<file path="config.mk">
export PLATFORM = sky130hd
export DESIGN_NAME = io_cpu
export DESIGN_NICKNAME = d
export VERILOG_FILES = /design/src/common/cpu_io_pkg.sv /design/src/common/cpu_io_if.sv /design/src/verilog/io_cpu.sv /design/src/verilog/io_sequencer.sv /design/src/verilog/io_issue.sv /design/src/uart/uart_lite.sv /design/src/uart/uart_phy.sv
export VERILOG_INCLUDE_DIRS = /design/src /design/src/common
export SDC_FILE = /design/constraint.sdc
export NUM_CORES = 1
export LEC_CHECK = 0
export BUFFER_PORTS_ARGS = -buffer_cell sky130_fd_sc_hd__buf_4
export CORE_MARGIN = 5
export CORE_UTILIZATION = 54
export CTS_CLUSTER_SIZE = 12
export DETAILED_ROUTE_END_ITERATION = 12
export PLACE_DENSITY = 0.74
export SLEW_MARGIN = 20
export SYNTH_ARGS = -nofsm -noshare
export SYNTH_HDL_FRONTEND = slang
export SYNTH_HIERARCHICAL = 1
export SYNTH_SLANG_ARGS = --single-unit
</file>
<file path="constraint.sdc">
create_clock -name clk -period 2.8 [get_ports clk]
set_input_delay 0.56 -clock clk [delete_from_list [all_inputs] [get_ports clk]]
set_output_delay 0.56 -clock clk [all_outputs]
set_load 0.02 [all_outputs]
</file>
<file path="src/common/cpu_io_cfg.svh">
`ifndef CPU_IO_CFG_SVH
`define CPU_IO_CFG_SVH

//==================================================
// serial line
//==================================================

// clock cycles per serial bit
`define UART_CLKS_PER_BIT 8

//==================================================
// uart register block
//==================================================

// depths must stay powers of two
`define RX_FIFO_DEPTH 4
`define TX_FIFO_DEPTH 2

// status register bit positions
`define STAT_RX_VALID_BIT 0
`define STAT_TX_FULL_BIT 3

`endif
</file>
<file path="src/common/cpu_io_pkg.sv">
package cpu_io_pkg;

    typedef logic [31:0] word_t;
    typedef logic [7:0]  byte_t;
    typedef logic [3:0]  bus_addr_t;

    // in variants map to byte lanes 0..3 of register 0
    typedef enum logic [2:0] {
        OP_OUT,
        OP_IN_LL,
        OP_IN_LH,
        OP_IN_UL,
        OP_IN_UH
    } io_op_t;

    // wishbone register map of the uart block
    typedef enum logic [3:0] {
        RX_FIFO  = 4'h0,
        TX_FIFO  = 4'h4,
        STAT_REG = 4'h8
    } uart_reg_t;

    typedef enum logic [2:0] {
        RUN_ST,
        CHECK_RX_ST,
        READ_ST,
        CHECK_TX_ST,
        WRITE_ST
    } seq_state_t;

endpackage

</file>
<file path="src/common/cpu_io_if.sv">
`timescale 1ns/1ps

// request from issue to the bus sequencer
interface io_req_if;
    logic               req;
    logic               is_out;
    cpu_io_pkg::byte_t  wdata;
    logic               done;
    cpu_io_pkg::byte_t  rdata;

    modport issue (output req, output is_out, output wdata,
                   input done, input rdata);
    modport seq   (input req, input is_out, input wdata,
                   output done, output rdata);
endinterface

// wishbone classic, single access
interface wb_if;
    logic                   cyc;
    logic                   stb;
    logic                   we;
    cpu_io_pkg::bus_addr_t  adr;
    cpu_io_pkg::word_t      dat_w;
    cpu_io_pkg::word_t      dat_r;
    logic                   ack;

    modport master (output cyc, output stb, output we, output adr,
                    output dat_w, input dat_r, input ack);
    modport slave  (input cyc, input stb, input we, input adr,
                    input dat_w, output dat_r, output ack);
endinterface

</file>
<file path="src/verilog/io_cpu.sv">
`timescale 1ns/1ps

module io_cpu (
    input  logic                clk,
    input  logic                rstn,
    input  logic                op_valid,
    input  cpu_io_pkg::io_op_t  op_code,
    input  cpu_io_pkg::byte_t   op_data,
    output logic                op_ready,
    output cpu_io_pkg::word_t   in_word,
    output cpu_io_pkg::byte_t   led,
    input  logic                rx,
    output logic                tx
);

    io_req_if io_req();
    wb_if     wb();

    // transmitter and receiver handshake
    cpu_io_pkg::byte_t  tx_data;
    logic               tx_start;
    logic               tx_busy;
    cpu_io_pkg::byte_t  rx_data;
    logic               rx_strobe;

    assign led = in_word[7:0];

    //==================================================
    // stage chain
    //==================================================
    io_issue u_issue (
        .clk      (clk),
        .rstn     (rstn),
        .op_valid (op_valid),
        .op_code  (op_code),
        .op_data  (op_data),
        .op_ready (op_ready),
        .in_word  (in_word),
        .req      (io_req.issue)
    );

    io_sequencer u_seq (
        .clk  (clk),
        .rstn (rstn),
        .req  (io_req.seq),
        .bus  (wb.master)
    );

    uart_lite u_uart (
        .clk       (clk),
        .rstn      (rstn),
        .bus       (wb.slave),
        .tx_data   (tx_data),
        .tx_start  (tx_start),
        .tx_busy   (tx_busy),
        .rx_data   (rx_data),
        .rx_strobe (rx_strobe)
    );

    uart_phy u_phy (
        .clk       (clk),
        .rstn      (rstn),
        .tx_data   (tx_data),
        .tx_start  (tx_start),
        .tx_busy   (tx_busy),
        .tx        (tx),
        .rx        (rx),
        .rx_data   (rx_data),
        .rx_strobe (rx_strobe)
    );

endmodule

</file>
<file path="src/verilog/io_sequencer.sv">
`timescale 1ns/1ps
`include "cpu_io_cfg.svh"

module io_sequencer (
    input  logic    clk,
    input  logic    rstn,
    io_req_if.seq   req,
    wb_if.master    bus
);

    cpu_io_pkg::seq_state_t state;

    logic data_phase;
    logic rx_valid;
    logic tx_full;

    assign data_phase = (state == cpu_io_pkg::READ_ST) || (state == cpu_io_pkg::WRITE_ST);
    assign rx_valid   = bus.dat_r[`STAT_RX_VALID_BIT];
    assign tx_full    = bus.dat_r[`STAT_TX_FULL_BIT];

    //==================================================
    // bus signals follow the state
    //==================================================
    // stb stays up across back to back polls, each one ends with ack
    assign bus.cyc   = (state != cpu_io_pkg::RUN_ST);
    assign bus.stb   = (state != cpu_io_pkg::RUN_ST);
    assign bus.we    = (state == cpu_io_pkg::WRITE_ST);
    assign bus.dat_w = cpu_io_pkg::word_t'(req.wdata);

    always_comb begin
        case (state)
            cpu_io_pkg::READ_ST:  bus.adr = cpu_io_pkg::RX_FIFO;
            cpu_io_pkg::WRITE_ST: bus.adr = cpu_io_pkg::TX_FIFO;
            default:              bus.adr = cpu_io_pkg::STAT_REG;
        endcase
    end

    // done on the acked fifo access
    assign req.done  = bus.ack & data_phase;
    assign req.rdata = bus.dat_r[7:0];

    //==================================================
    // poll and access FSM
    //==================================================
    always_ff @(posedge clk) begin
        if (!rstn) begin
            state <= cpu_io_pkg::RUN_ST;
        end else begin
            case (state)
                cpu_io_pkg::RUN_ST: begin
                    if (req.req) begin
                        state <= req.is_out ? cpu_io_pkg::CHECK_TX_ST
                                            : cpu_io_pkg::CHECK_RX_ST;
                    end
                end
                cpu_io_pkg::CHECK_RX_ST: begin
                    // wait for a byte in the rx fifo
                    if (bus.ack && rx_valid) begin
                        state <= cpu_io_pkg::READ_ST;
                    end
                end
                cpu_io_pkg::CHECK_TX_ST: begin
                    // tx fifo full means poll again
                    if (bus.ack && !tx_full) begin
                        state <= cpu_io_pkg::WRITE_ST;
                    end
                end
                cpu_io_pkg::READ_ST,
                cpu_io_pkg::WRITE_ST: begin
                    if (bus.ack) begin
                        state <= cpu_io_pkg::RUN_ST;
                    end
                end
                default: begin
                    state <= cpu_io_pkg::RUN_ST;
                end
            endcase
        end
    end

endmodule

</file>
<file path="src/verilog/io_issue.sv">
`timescale 1ns/1ps

module io_issue (
    input  logic                clk,
    input  logic                rstn,
    input  logic                op_valid,
    input  cpu_io_pkg::io_op_t  op_code,
    input  cpu_io_pkg::byte_t   op_data,
    output logic                op_ready,
    output cpu_io_pkg::word_t   in_word,
    io_req_if.issue             req
);

    logic       interlock;
    logic       accept;
    logic [1:0] op_lane;
    logic [1:0] lane;

    assign op_ready = ~interlock;
    assign accept   = op_valid & ~interlock;
    // the request lives exactly as long as the stall
    assign req.req  = interlock;

    // byte lane of register 0 for each in variant
    always_comb begin
        case (op_code)
            cpu_io_pkg::OP_IN_LH: op_lane = 2'd1;
            cpu_io_pkg::OP_IN_UL: op_lane = 2'd2;
            cpu_io_pkg::OP_IN_UH: op_lane = 2'd3;
            default:              op_lane = 2'd0;
        endcase
    end

    //==================================================
    // interlock and register 0
    //==================================================
    always_ff @(posedge clk) begin
        if (!rstn) begin
            interlock <= 1'b0;
            in_word   <= '0;
        end else if (accept) begin
            interlock <= 1'b1;
        end else if (interlock && req.done) begin
            interlock <= 1'b0;
            // other lanes keep their value
            if (!req.is_out) begin
                in_word[{lane, 3'b000} +: 8] <= req.rdata;
            end
        end
    end

    // accepted op, held until done
    always_ff @(posedge clk) begin
        if (accept) begin
            req.is_out <= (op_code == cpu_io_pkg::OP_OUT);
            req.wdata  <= op_data;
            lane       <= op_lane;
        end
    end

endmodule

</file>
<file path="src/uart/uart_lite.sv">
`timescale 1ns/1ps
`include "cpu_io_cfg.svh"

module uart_lite (
    input  logic                clk,
    input  logic                rstn,
    wb_if.slave                 bus,
    output cpu_io_pkg::byte_t   tx_data,
    output logic                tx_start,
    input  logic                tx_busy,
    input  cpu_io_pkg::byte_t   rx_data,
    input  logic                rx_strobe
);

    localparam int RX_AW = $clog2(`RX_FIFO_DEPTH);
    localparam int TX_AW = $clog2(`TX_FIFO_DEPTH);

    cpu_io_pkg::byte_t  rx_mem [`RX_FIFO_DEPTH];
    cpu_io_pkg::byte_t  tx_mem [`TX_FIFO_DEPTH];
    logic [RX_AW-1:0]   rx_wr_ptr, rx_rd_ptr;
    logic [TX_AW-1:0]   tx_wr_ptr, tx_rd_ptr;
    logic [RX_AW:0]     rx_count;
    logic [TX_AW:0]     tx_count;
    logic               rx_empty, rx_full, tx_empty, tx_full;
    logic               access, rx_push, rx_pop, tx_push, tx_pop;
    cpu_io_pkg::word_t  stat;

    assign rx_empty = (rx_count == '0);
    assign tx_empty = (tx_count == '0);
    assign rx_full  = (rx_count == (RX_AW+1)'(`RX_FIFO_DEPTH));
    assign tx_full  = (tx_count == (TX_AW+1)'(`TX_FIFO_DEPTH));

    // new access seen while no ack is out
    assign access  = bus.cyc & bus.stb & ~bus.ack;
    assign rx_push = rx_strobe & ~rx_full;
    assign rx_pop  = access & ~bus.we & (bus.adr == cpu_io_pkg::RX_FIFO) & ~rx_empty;
    assign tx_push = access & bus.we & (bus.adr == cpu_io_pkg::TX_FIFO) & ~tx_full;
    assign tx_pop  = ~tx_empty & ~tx_busy & ~tx_start;

    always_comb begin
        stat = '0;
        stat[`STAT_RX_VALID_BIT] = ~rx_empty;
        stat[`STAT_TX_FULL_BIT]  = tx_full;
    end

    //==================================================
    // fifo pointers and control
    //==================================================
    always_ff @(posedge clk) begin
        if (!rstn) begin
            rx_wr_ptr <= '0;
            rx_rd_ptr <= '0;
            rx_count  <= '0;
            tx_wr_ptr <= '0;
            tx_rd_ptr <= '0;
            tx_count  <= '0;
            tx_start  <= 1'b0;
            bus.ack   <= 1'b0;
        end else begin
            rx_wr_ptr <= rx_wr_ptr + RX_AW'(rx_push);
            rx_rd_ptr <= rx_rd_ptr + RX_AW'(rx_pop);
            rx_count  <= rx_count + (RX_AW+1)'(rx_push) - (RX_AW+1)'(rx_pop);
            tx_wr_ptr <= tx_wr_ptr + TX_AW'(tx_push);
            tx_rd_ptr <= tx_rd_ptr + TX_AW'(tx_pop);
            tx_count  <= tx_count + (TX_AW+1)'(tx_push) - (TX_AW+1)'(tx_pop);
            tx_start  <= tx_pop;
            bus.ack   <= access;
        end
    end

    // storage and read data
    always_ff @(posedge clk) begin
        if (rx_push) rx_mem[rx_wr_ptr] <= rx_data;
        if (tx_push) tx_mem[tx_wr_ptr] <= bus.dat_w[7:0];
        if (tx_pop) tx_data <= tx_mem[tx_rd_ptr];
        if (access) begin
            case (bus.adr)
                cpu_io_pkg::RX_FIFO:  bus.dat_r <= rx_empty ? '0
                                                 : cpu_io_pkg::word_t'(rx_mem[rx_rd_ptr]);
                cpu_io_pkg::STAT_REG: bus.dat_r <= stat;
                default:              bus.dat_r <= '0;
            endcase
        end
    end

endmodule

</file>
<file path="src/uart/uart_phy.sv">
`timescale 1ns/1ps
`include "cpu_io_cfg.svh"

module uart_phy (
    input  logic                clk,
    input  logic                rstn,
    input  cpu_io_pkg::byte_t   tx_data,
    input  logic                tx_start,
    output logic                tx_busy,
    output logic                tx,
    input  logic                rx,
    output cpu_io_pkg::byte_t   rx_data,
    output logic                rx_strobe
);

    localparam int BAUD_W = $clog2(`UART_CLKS_PER_BIT);
    localparam logic [BAUD_W-1:0] BAUD_LAST = BAUD_W'(`UART_CLKS_PER_BIT - 1);
    localparam logic [BAUD_W-1:0] BAUD_MID  = BAUD_W'(`UART_CLKS_PER_BIT / 2 - 1);

    logic [BAUD_W-1:0]  tx_baud;
    logic [3:0]         tx_bit;
    logic [8:0]         tx_shift;
    logic               tx_tick;

    logic [1:0]         rx_sync;
    logic               rx_s;
    logic               rx_busy;
    logic [BAUD_W-1:0]  rx_baud;
    logic [3:0]         rx_bit;
    logic [7:0]         rx_shift;
    logic               rx_mid;

    assign tx_tick = tx_busy && (tx_baud == BAUD_LAST);
    assign rx_s    = rx_sync[1];
    assign rx_mid  = rx_busy && (rx_baud == BAUD_MID);

    //==================================================
    // transmitter
    //==================================================
    // bit 0 start, 1..8 data lsb first, 9 stop
    always_ff @(posedge clk) begin
        if (!rstn) begin
            tx_busy <= 1'b0;
            tx      <= 1'b1;
            tx_baud <= '0;
            tx_bit  <= '0;
        end else if (!tx_busy) begin
            if (tx_start) begin
                tx_busy <= 1'b1;
                tx      <= 1'b0;
                tx_baud <= '0;
                tx_bit  <= '0;
            end
        end else if (tx_tick) begin
            tx_baud <= '0;
            if (tx_bit == 4'd9) begin
                tx_busy <= 1'b0;
            end else begin
                tx     <= tx_shift[0];
                tx_bit <= tx_bit + 4'd1;
            end
        end else begin
            tx_baud <= tx_baud + BAUD_W'(1);
        end
    end

    // ones shift in behind the data to form the stop bit
    always_ff @(posedge clk) begin
        if (!tx_busy && tx_start) begin
            tx_shift <= {1'b1, tx_data};
        end else if (tx_tick) begin
            tx_shift <= {1'b1, tx_shift[8:1]};
        end
    end

    //==================================================
    // receiver
    //==================================================
    always_ff @(posedge clk) begin
        if (!rstn) begin
            rx_sync   <= 2'b11;
            rx_busy   <= 1'b0;
            rx_baud   <= '0;
            rx_bit    <= '0;
            rx_strobe <= 1'b0;
        end else begin
            rx_sync   <= {rx_sync[0], rx};
            rx_strobe <= 1'b0;
            if (!rx_busy) begin
                if (!rx_s) begin
                    rx_busy <= 1'b1;
                    rx_baud <= '0;
                    rx_bit  <= '0;
                end
            end else begin
                rx_baud <= (rx_baud == BAUD_LAST) ? '0 : rx_baud + BAUD_W'(1);
                if (rx_baud == BAUD_LAST) rx_bit <= rx_bit + 4'd1;
                if (rx_mid) begin
                    // glitch on the start bit
                    if (rx_bit == 4'd0 && rx_s) begin
                        rx_busy <= 1'b0;
                    end else if (rx_bit == 4'd9) begin
                        rx_busy   <= 1'b0;
                        rx_strobe <= rx_s;
                    end
                end
            end
        end
    end

    always_ff @(posedge clk) begin
        if (rx_mid && rx_bit >= 4'd1 && rx_bit <= 4'd8) rx_shift <= {rx_s, rx_shift[7:1]};
        if (rx_mid && rx_bit == 4'd9 && rx_s) rx_data <= rx_shift;
    end

endmodule

</file>
==> run metrics, run 1 <==
status complete, no violations; total routed wirelength 12.3 mm; Cell Rows 41; Starting Density 55.1%; post-layout minimum cycle time 2.65 ns; Max-slew headroom 56.7%; htree depth 4; CP Capture Point u_uart/rx_count[2]; Reg2Reg Launch Point u_seq/state[0]; Routability Congestion 0.806; RSZ-0062 raised after global routing no; Final TNS setup 0 ns; Slew @ Worst Pin 0.649 ns; Hold Violations, Final 0; share of layout cells above drive strength 1 23.1%; drt wl/cell 16.2 um; skew final 0.0122 ns; drt first pass iters 4; slowest CP cell or4bb_4; pwr dens 707 nW/um^2; drt drc 0; antenna-violating nets left 0; Crit. Startpoint u_seq/state[0]; FILL cells 954; worst vdd ir 0.368 mV; DIE HEIGHT 123 um; Yosys warning total 6; IO Count 57; first-pass GRT wire length 19.9 mm; CTS Buf Count 17; pre-CTS setup slack 0.0643 ns; Worst-Skew Late Latency 0.42 ns; reg2reg end u_uart/rx_count[2]; crit path max fanout 9; max incr delay on CP 0.55 ns; total core area 12600 um^2; reg2reg path depth 10; 1st-iter DRT viols 322; Mapped Area 6950 um^2; Max Clk Rate 377 MHz; CP endpoint kind flip-flop; vias in the first global route 4101; synthesized area per cell 12.9 um^2; width of the die 123 um; largest net degree at the start of global routing 47; clk buf depth 2; Post-Synthesis Cells 537; Final Cycle Share 94.6%; Worst Hold Class in2reg; Worst setup SP type flip-flop; PortBufs 56; CTS root buf clkbuf_16; Slew Limit Fails 0; ant diodes 0; cell mode on critical path xnor2_1; Via-to-Cell Ratio 5.40; fin nets 612; Static Leak 2.96 nW; Buf/Inv on CP 0; P&R area growth vs syn 14.5%; max_cap viols 0; Final Setup Violations 0; kind of critical path reg2reg; DR vias 4102; CP Cell Sequence or2_4 -> nor2_1 -> or4bb_4 -> nor3_4 -> xnor2_1 -> ha_1 -> fa_1 -> xnor2_1 -> xnor2_1 -> and2_1; die area 15200 um^2; delay-heaviest family, CP simple AND/OR/NAND/NOR gates; post-CTS setup repair buffer count 0; aggregate global routing overflow 0; arrival time at the worst endpoint 2.96 ns; Setup WS post-layout 0.150 ns; Critical Path RT 3.11 ns; R2R Setup Slk 0.15 ns; initial antenna violation count 0; clock sink count 168; CTS tree built; DP HPWL 8.20 mm; clk slew on worst S/H paths 0.06 ns; WP depth 10; total track usage 16.9%
-- registers in the layout (all words and copies together) (netlist names), 2 cells and up --
| name | cells |
|---|---|
| u_issue/in_word | 32 |
| u_uart/rx_mem | 32 |
| u_uart/tx_mem | 16 |
| u_issue/req.wdata | 8 |
| u_phy/rx_data | 8 |
| u_phy/rx_shift | 8 |
| u_phy/tx_shift | 8 |
| u_uart/bus.dat_r | 8 |
| u_uart/tx_data | 8 |
| u_phy/rx_bit | 4 |
| u_phy/tx_bit | 4 |
| u_phy/rx_baud | 3 |
| u_phy/tx_baud | 3 |
| u_seq/state | 3 |
| u_uart/rx_count | 3 |
| u_issue/lane | 2 |
| u_phy/rx_sync | 2 |
| u_uart/rx_rd_ptr | 2 |
| u_uart/rx_wr_ptr | 2 |
| u_uart/tx_count | 2 |
-- where the power goes --
part	leakage, nW	total, mW	switching, mW	internal, mW
Sequential	1.46	2.85	0.0893	2.76
Clock	0.286	2.40	0.916	1.48
Combinational	1.21	0.373	0.241	0.132
-- worst min path at each step --
stage / start / endpoint / cells after the start
floorplan: u_phy/rx_sync[0] / u_phy/rx_sync[1] / 1
global placement: u_phy/rx_shift[0] / u_phy/rx_data[0] / 0
detailed placement: u_phy/rx_shift[0] / u_phy/rx_data[0] / 0
CTS: op_data[4] / u_issue/req.wdata[4] / 1
global route: op_data[4] / u_issue/req.wdata[4] / 1
finish: op_data[0] / u_issue/req.wdata[0] / 1
-- placed cells by master, fill, tap and decap left out, drive strengths merged, types with 12 or more instances in the layout --
cell    instances
inv            20
nor2b          12
o22ai          33
buf            65
edfxtp         99
ha             21
clkbuf         19
nand2          78
dfxtp          69
nor2           20
-- worst register-to-register path, delay by kind of cell (launching register included) --
kind	cells	cell delay [ns]
XOR/XNOR	3	0.38
adder cells (fa/ha/maj)	2	0.58
AND/OR/NAND/NOR	5	1.19
flip-flops	1	0.40
-- layout make-up --
| type | instances | area (um^2) | area share, % |
|---|---|---|---|
| Clock buffer | 19 | 433 | 5.44 |
| Clock inverter | 13 | 176 | 2.22 |
| Inverter | 19 | 71.3 | 0.896 |
| Multi-Input combinational cell | 304 | 2220 | 27.8 |
| Sequential cell | 168 | 4360 | 54.8 |
| Tap cell | 172 | 215 | 2.70 |
| Timing Repair Buffer | 65 | 488 | 6.13 |
-- stage by stage --
stage | power, mW | cell area [um^2] | cells | util (%) | hold WS [ns]
2_1_floorplan | 3.18 | 6960 | 538 | - | 0.386
3_3_place_gp | 3.23 | 7330 | 728 | 58.1 | 0.410
3_5_place_dp | 3.26 | 7330 | 728 | 58.1 | 0.413
4_1_cts | 5.66 | 7940 | 760 | 62.9 | 0.298
5_1_grt | 5.83 | 7960 | 760 | 63.1 | 0.293
6_report | 5.62 | 7960 | 760 | 63.1 | 0.310
-- layer usage --
| metal | GRT usage (%) | vias to the layer above | wire length (um) |
|---|---|---|---|
| met1 | 20.8 | 1999 | 5420 |
| met4 | 6.64 | 0 | 186 |
| met2 | 28.6 | 80 | 6230 |
| met5 | 0 | - | 0 |
| li1 | - | 2006 | - |
| met3 | 4.48 | 17 | 447 |
-- timing repair --
item,in CTS,in global routing
setup endpoints to repair,0,1
hold buffers,0,0
resized for setup,0,6
No activity file was read; power rests on OpenSTA's default activity.
==> run 2, diff against run 1 <==
BUFFER_PORTS_ARGS = -buffer_cell sky130_fd_sc_hd__buf_2   (was -buffer_cell sky130_fd_sc_hd__buf_4)
==> run 2 against run 1 <==
  * Register-to-register slack worse by 0.06 ns
  * Flip-flop and latch count did not move
  * Clock skew fell by 0.0050 ns
  * Largest cell class unchanged
  * Highest routed layer unchanged
==> run metrics, run 2 (synthesized netlist as in run 1, its figures left out) <==
status complete, no violations; pwr dens 691 nW/um^2 (-2.1%); HP Start op_data[0]; Hold Path Cell Cnt 1 (unchanged); uppermost layer routed met4; most common cell after layout, fill and taps aside edfxtp_1; wire length on met3 531 um (+19%); post-cts hold buffer count 0 (unchanged); Via-to-Cell Ratio 5.40 (+0.14%); Worst Hold Class in2reg; Max-slew headroom 56.3% (-0.32 points); CP endpoint kind flip-flop; Cell Rows 41 (unchanged); post-layout minimum cycle time 2.71 ns (+0.0556 ns); drt first pass iters 5 (+1); Slew Limit Fails 0 (unchanged); drt drc 0 (unchanged); met1 WL 5.27 mm (-2.7%); fin nets 615 (+0.49%); DP HPWL 8.30 mm (+1.3%); Worst-Skew Late Latency 0.42 ns (about the same); clk slew on worst S/H paths 0.07 ns (about the same); most frequent cells in the layout edfxtp_1 (99), nand2_1 (78), dfxtp_1 (66); htree depth 4 (unchanged); skew final 0.00717 ns (-0.00503 ns); die area 15200 um^2 (unchanged); drt wl/cell 15.8 um (-2.3%); clock sink count 168 (unchanged); worst vdd ir 0.484 mV (+32%); Final Cycle Share 96.6% (+2.0 points); FILL cells 1009 (+5.8%); kind of critical path reg2reg; total track usage 17.0% (+0.079 points); reg2reg path depth 10 (unchanged); DIE HEIGHT 123 um (unchanged); PortBufs 56 (unchanged); aggregate global routing overflow 0 (unchanged); largest net degree at the start of global routing 38 (-19%); arrival time at the worst endpoint 3.02 ns (+0.06 ns); Reg2Reg Launch Point u_seq/state[1]; Min Hold Slack 0.311 ns (+0.00157 ns); Worst setup SP type flip-flop; Critical Path RT 3.12 ns (about the same); ant diodes 0 (unchanged); initial antenna violation count 0 (unchanged); max_cap viols 0 (unchanged); IO Count 57 (unchanged); total core area 12600 um^2 (unchanged); Final Setup Violations 0 (unchanged); Setup WS post-layout 0.0946 ns (-0.0556 ns); clk buf depth 2 (unchanged); biggest regs u_issue/in_word (32), u_uart/rx_mem (32), u_uart/tx_mem (16); P&R area growth vs syn 12.0%; CTS Buf Count 17 (unchanged); met2 wire len 6.11 mm (-1.9%); DR vias 4124 (+0.54%); Starting Density 55.1% (unchanged); 1st-iter DRT viols 246 (-24%); antenna-violating nets left 0 (unchanged); DP Area 7200 um^2 (-1.8%); Hold Violations, Final 0 (unchanged); Crit. Startpoint u_seq/state[1]; total routed wirelength 12.0 mm (-1.9%); CTS root buf clkbuf_16; Max Clk Rate 370 MHz (-2.1%); width of the die 123 um (unchanged); overall power 5.38 mW (-4.3%); pre-CTS setup slack 0.0233 ns (-0.0410 ns); Static Leak 2.96 nW (about the same); first-pass GRT wire length 20.0 mm (+0.48%); crit path max fanout 8 (-1); vias in the first global route 4185 (+2.0%); Routability Congestion 0.754 (-6.4%); design area 7790 um^2 (-2.2%); CTS tree built; Slew @ Worst Pin 0.654 ns (+0.00477 ns); share of layout cells above drive strength 1 24.2% (+1.1 points)
run 2: changes by cell type in the layout (fill, tap and decap cells not counted), sizes merged:
cell / change
inv: +9
bufinv: -4
buf: +3
clkinvlp: -3
clkbuf: -1
clkinv: -1
run 2: critical path: stages (launching register included):
cell	delay, ns
dfxtp_2	0.38
nand2b_1	0.16
a21o_1	0.20
or4_4	0.51
nor3_4	0.23
xnor2_1	0.09
ha_1	0.22
fa_1	0.39
xnor2_1	0.15
xnor2_1	0.12
and2_1	0.15
run 2: repair_timing:
item,in CTS,in global routing
pin swaps,1,1
resized for setup,0,4
cloned,0,0
setup buffers,0,2
setup endpoints to repair,1,1
hold endpoints to repair,0,0
run 2: path summary, 6_finish.rpt:
| kind | end | slack [ns] |
|---|---|---|
| hold / removal | u_issue/req.wdata[0] | 0.31 |
| setup / recovery | u_uart/rx_count[2] | 0.09 |
| hold reg to reg | u_phy/rx_data[0] | 0.42 |
| setup reg to reg | u_uart/rx_count[2] | 0.09 |
run 2: power breakdown:
part	internal, mW	switching (mW)	leakage [nW]
clock	1.21	0.970	0.283
sequential	2.76	0.0899	1.46
combinational	0.122	0.234	1.22
total	4.09	1.29	2.96
run 2: stage by stage:
stage	setup TNS, ns	instances	util (%)
floorplan	0	538	-
global placement	0	729	57.1
detailed placement	0	729	57.1
CTS	0	761	61.5
global route	-0.0102	763	61.7
finish	0	763	61.7
run 2: cell type report:
type                            count  area, um^2  area share [%]
Multi-Input combinational cell    304        2210            28.4
Clock buffer                       18         450            5.78
Timing Repair Buffer               68         370            4.76
Clock inverter                     14         108            1.38
Tap cell                          172         215            2.76
Sequential cell                   168        4360            56.0
Inverter                           19        71.3           0.916
run 2: routing by layer:
layer	vias to the layer above	track usage [%]
met2	79	28.7
met1	2015	20.8
li1	2018	-
met3	12	5.03
met4	0	6.02
met5	-	0
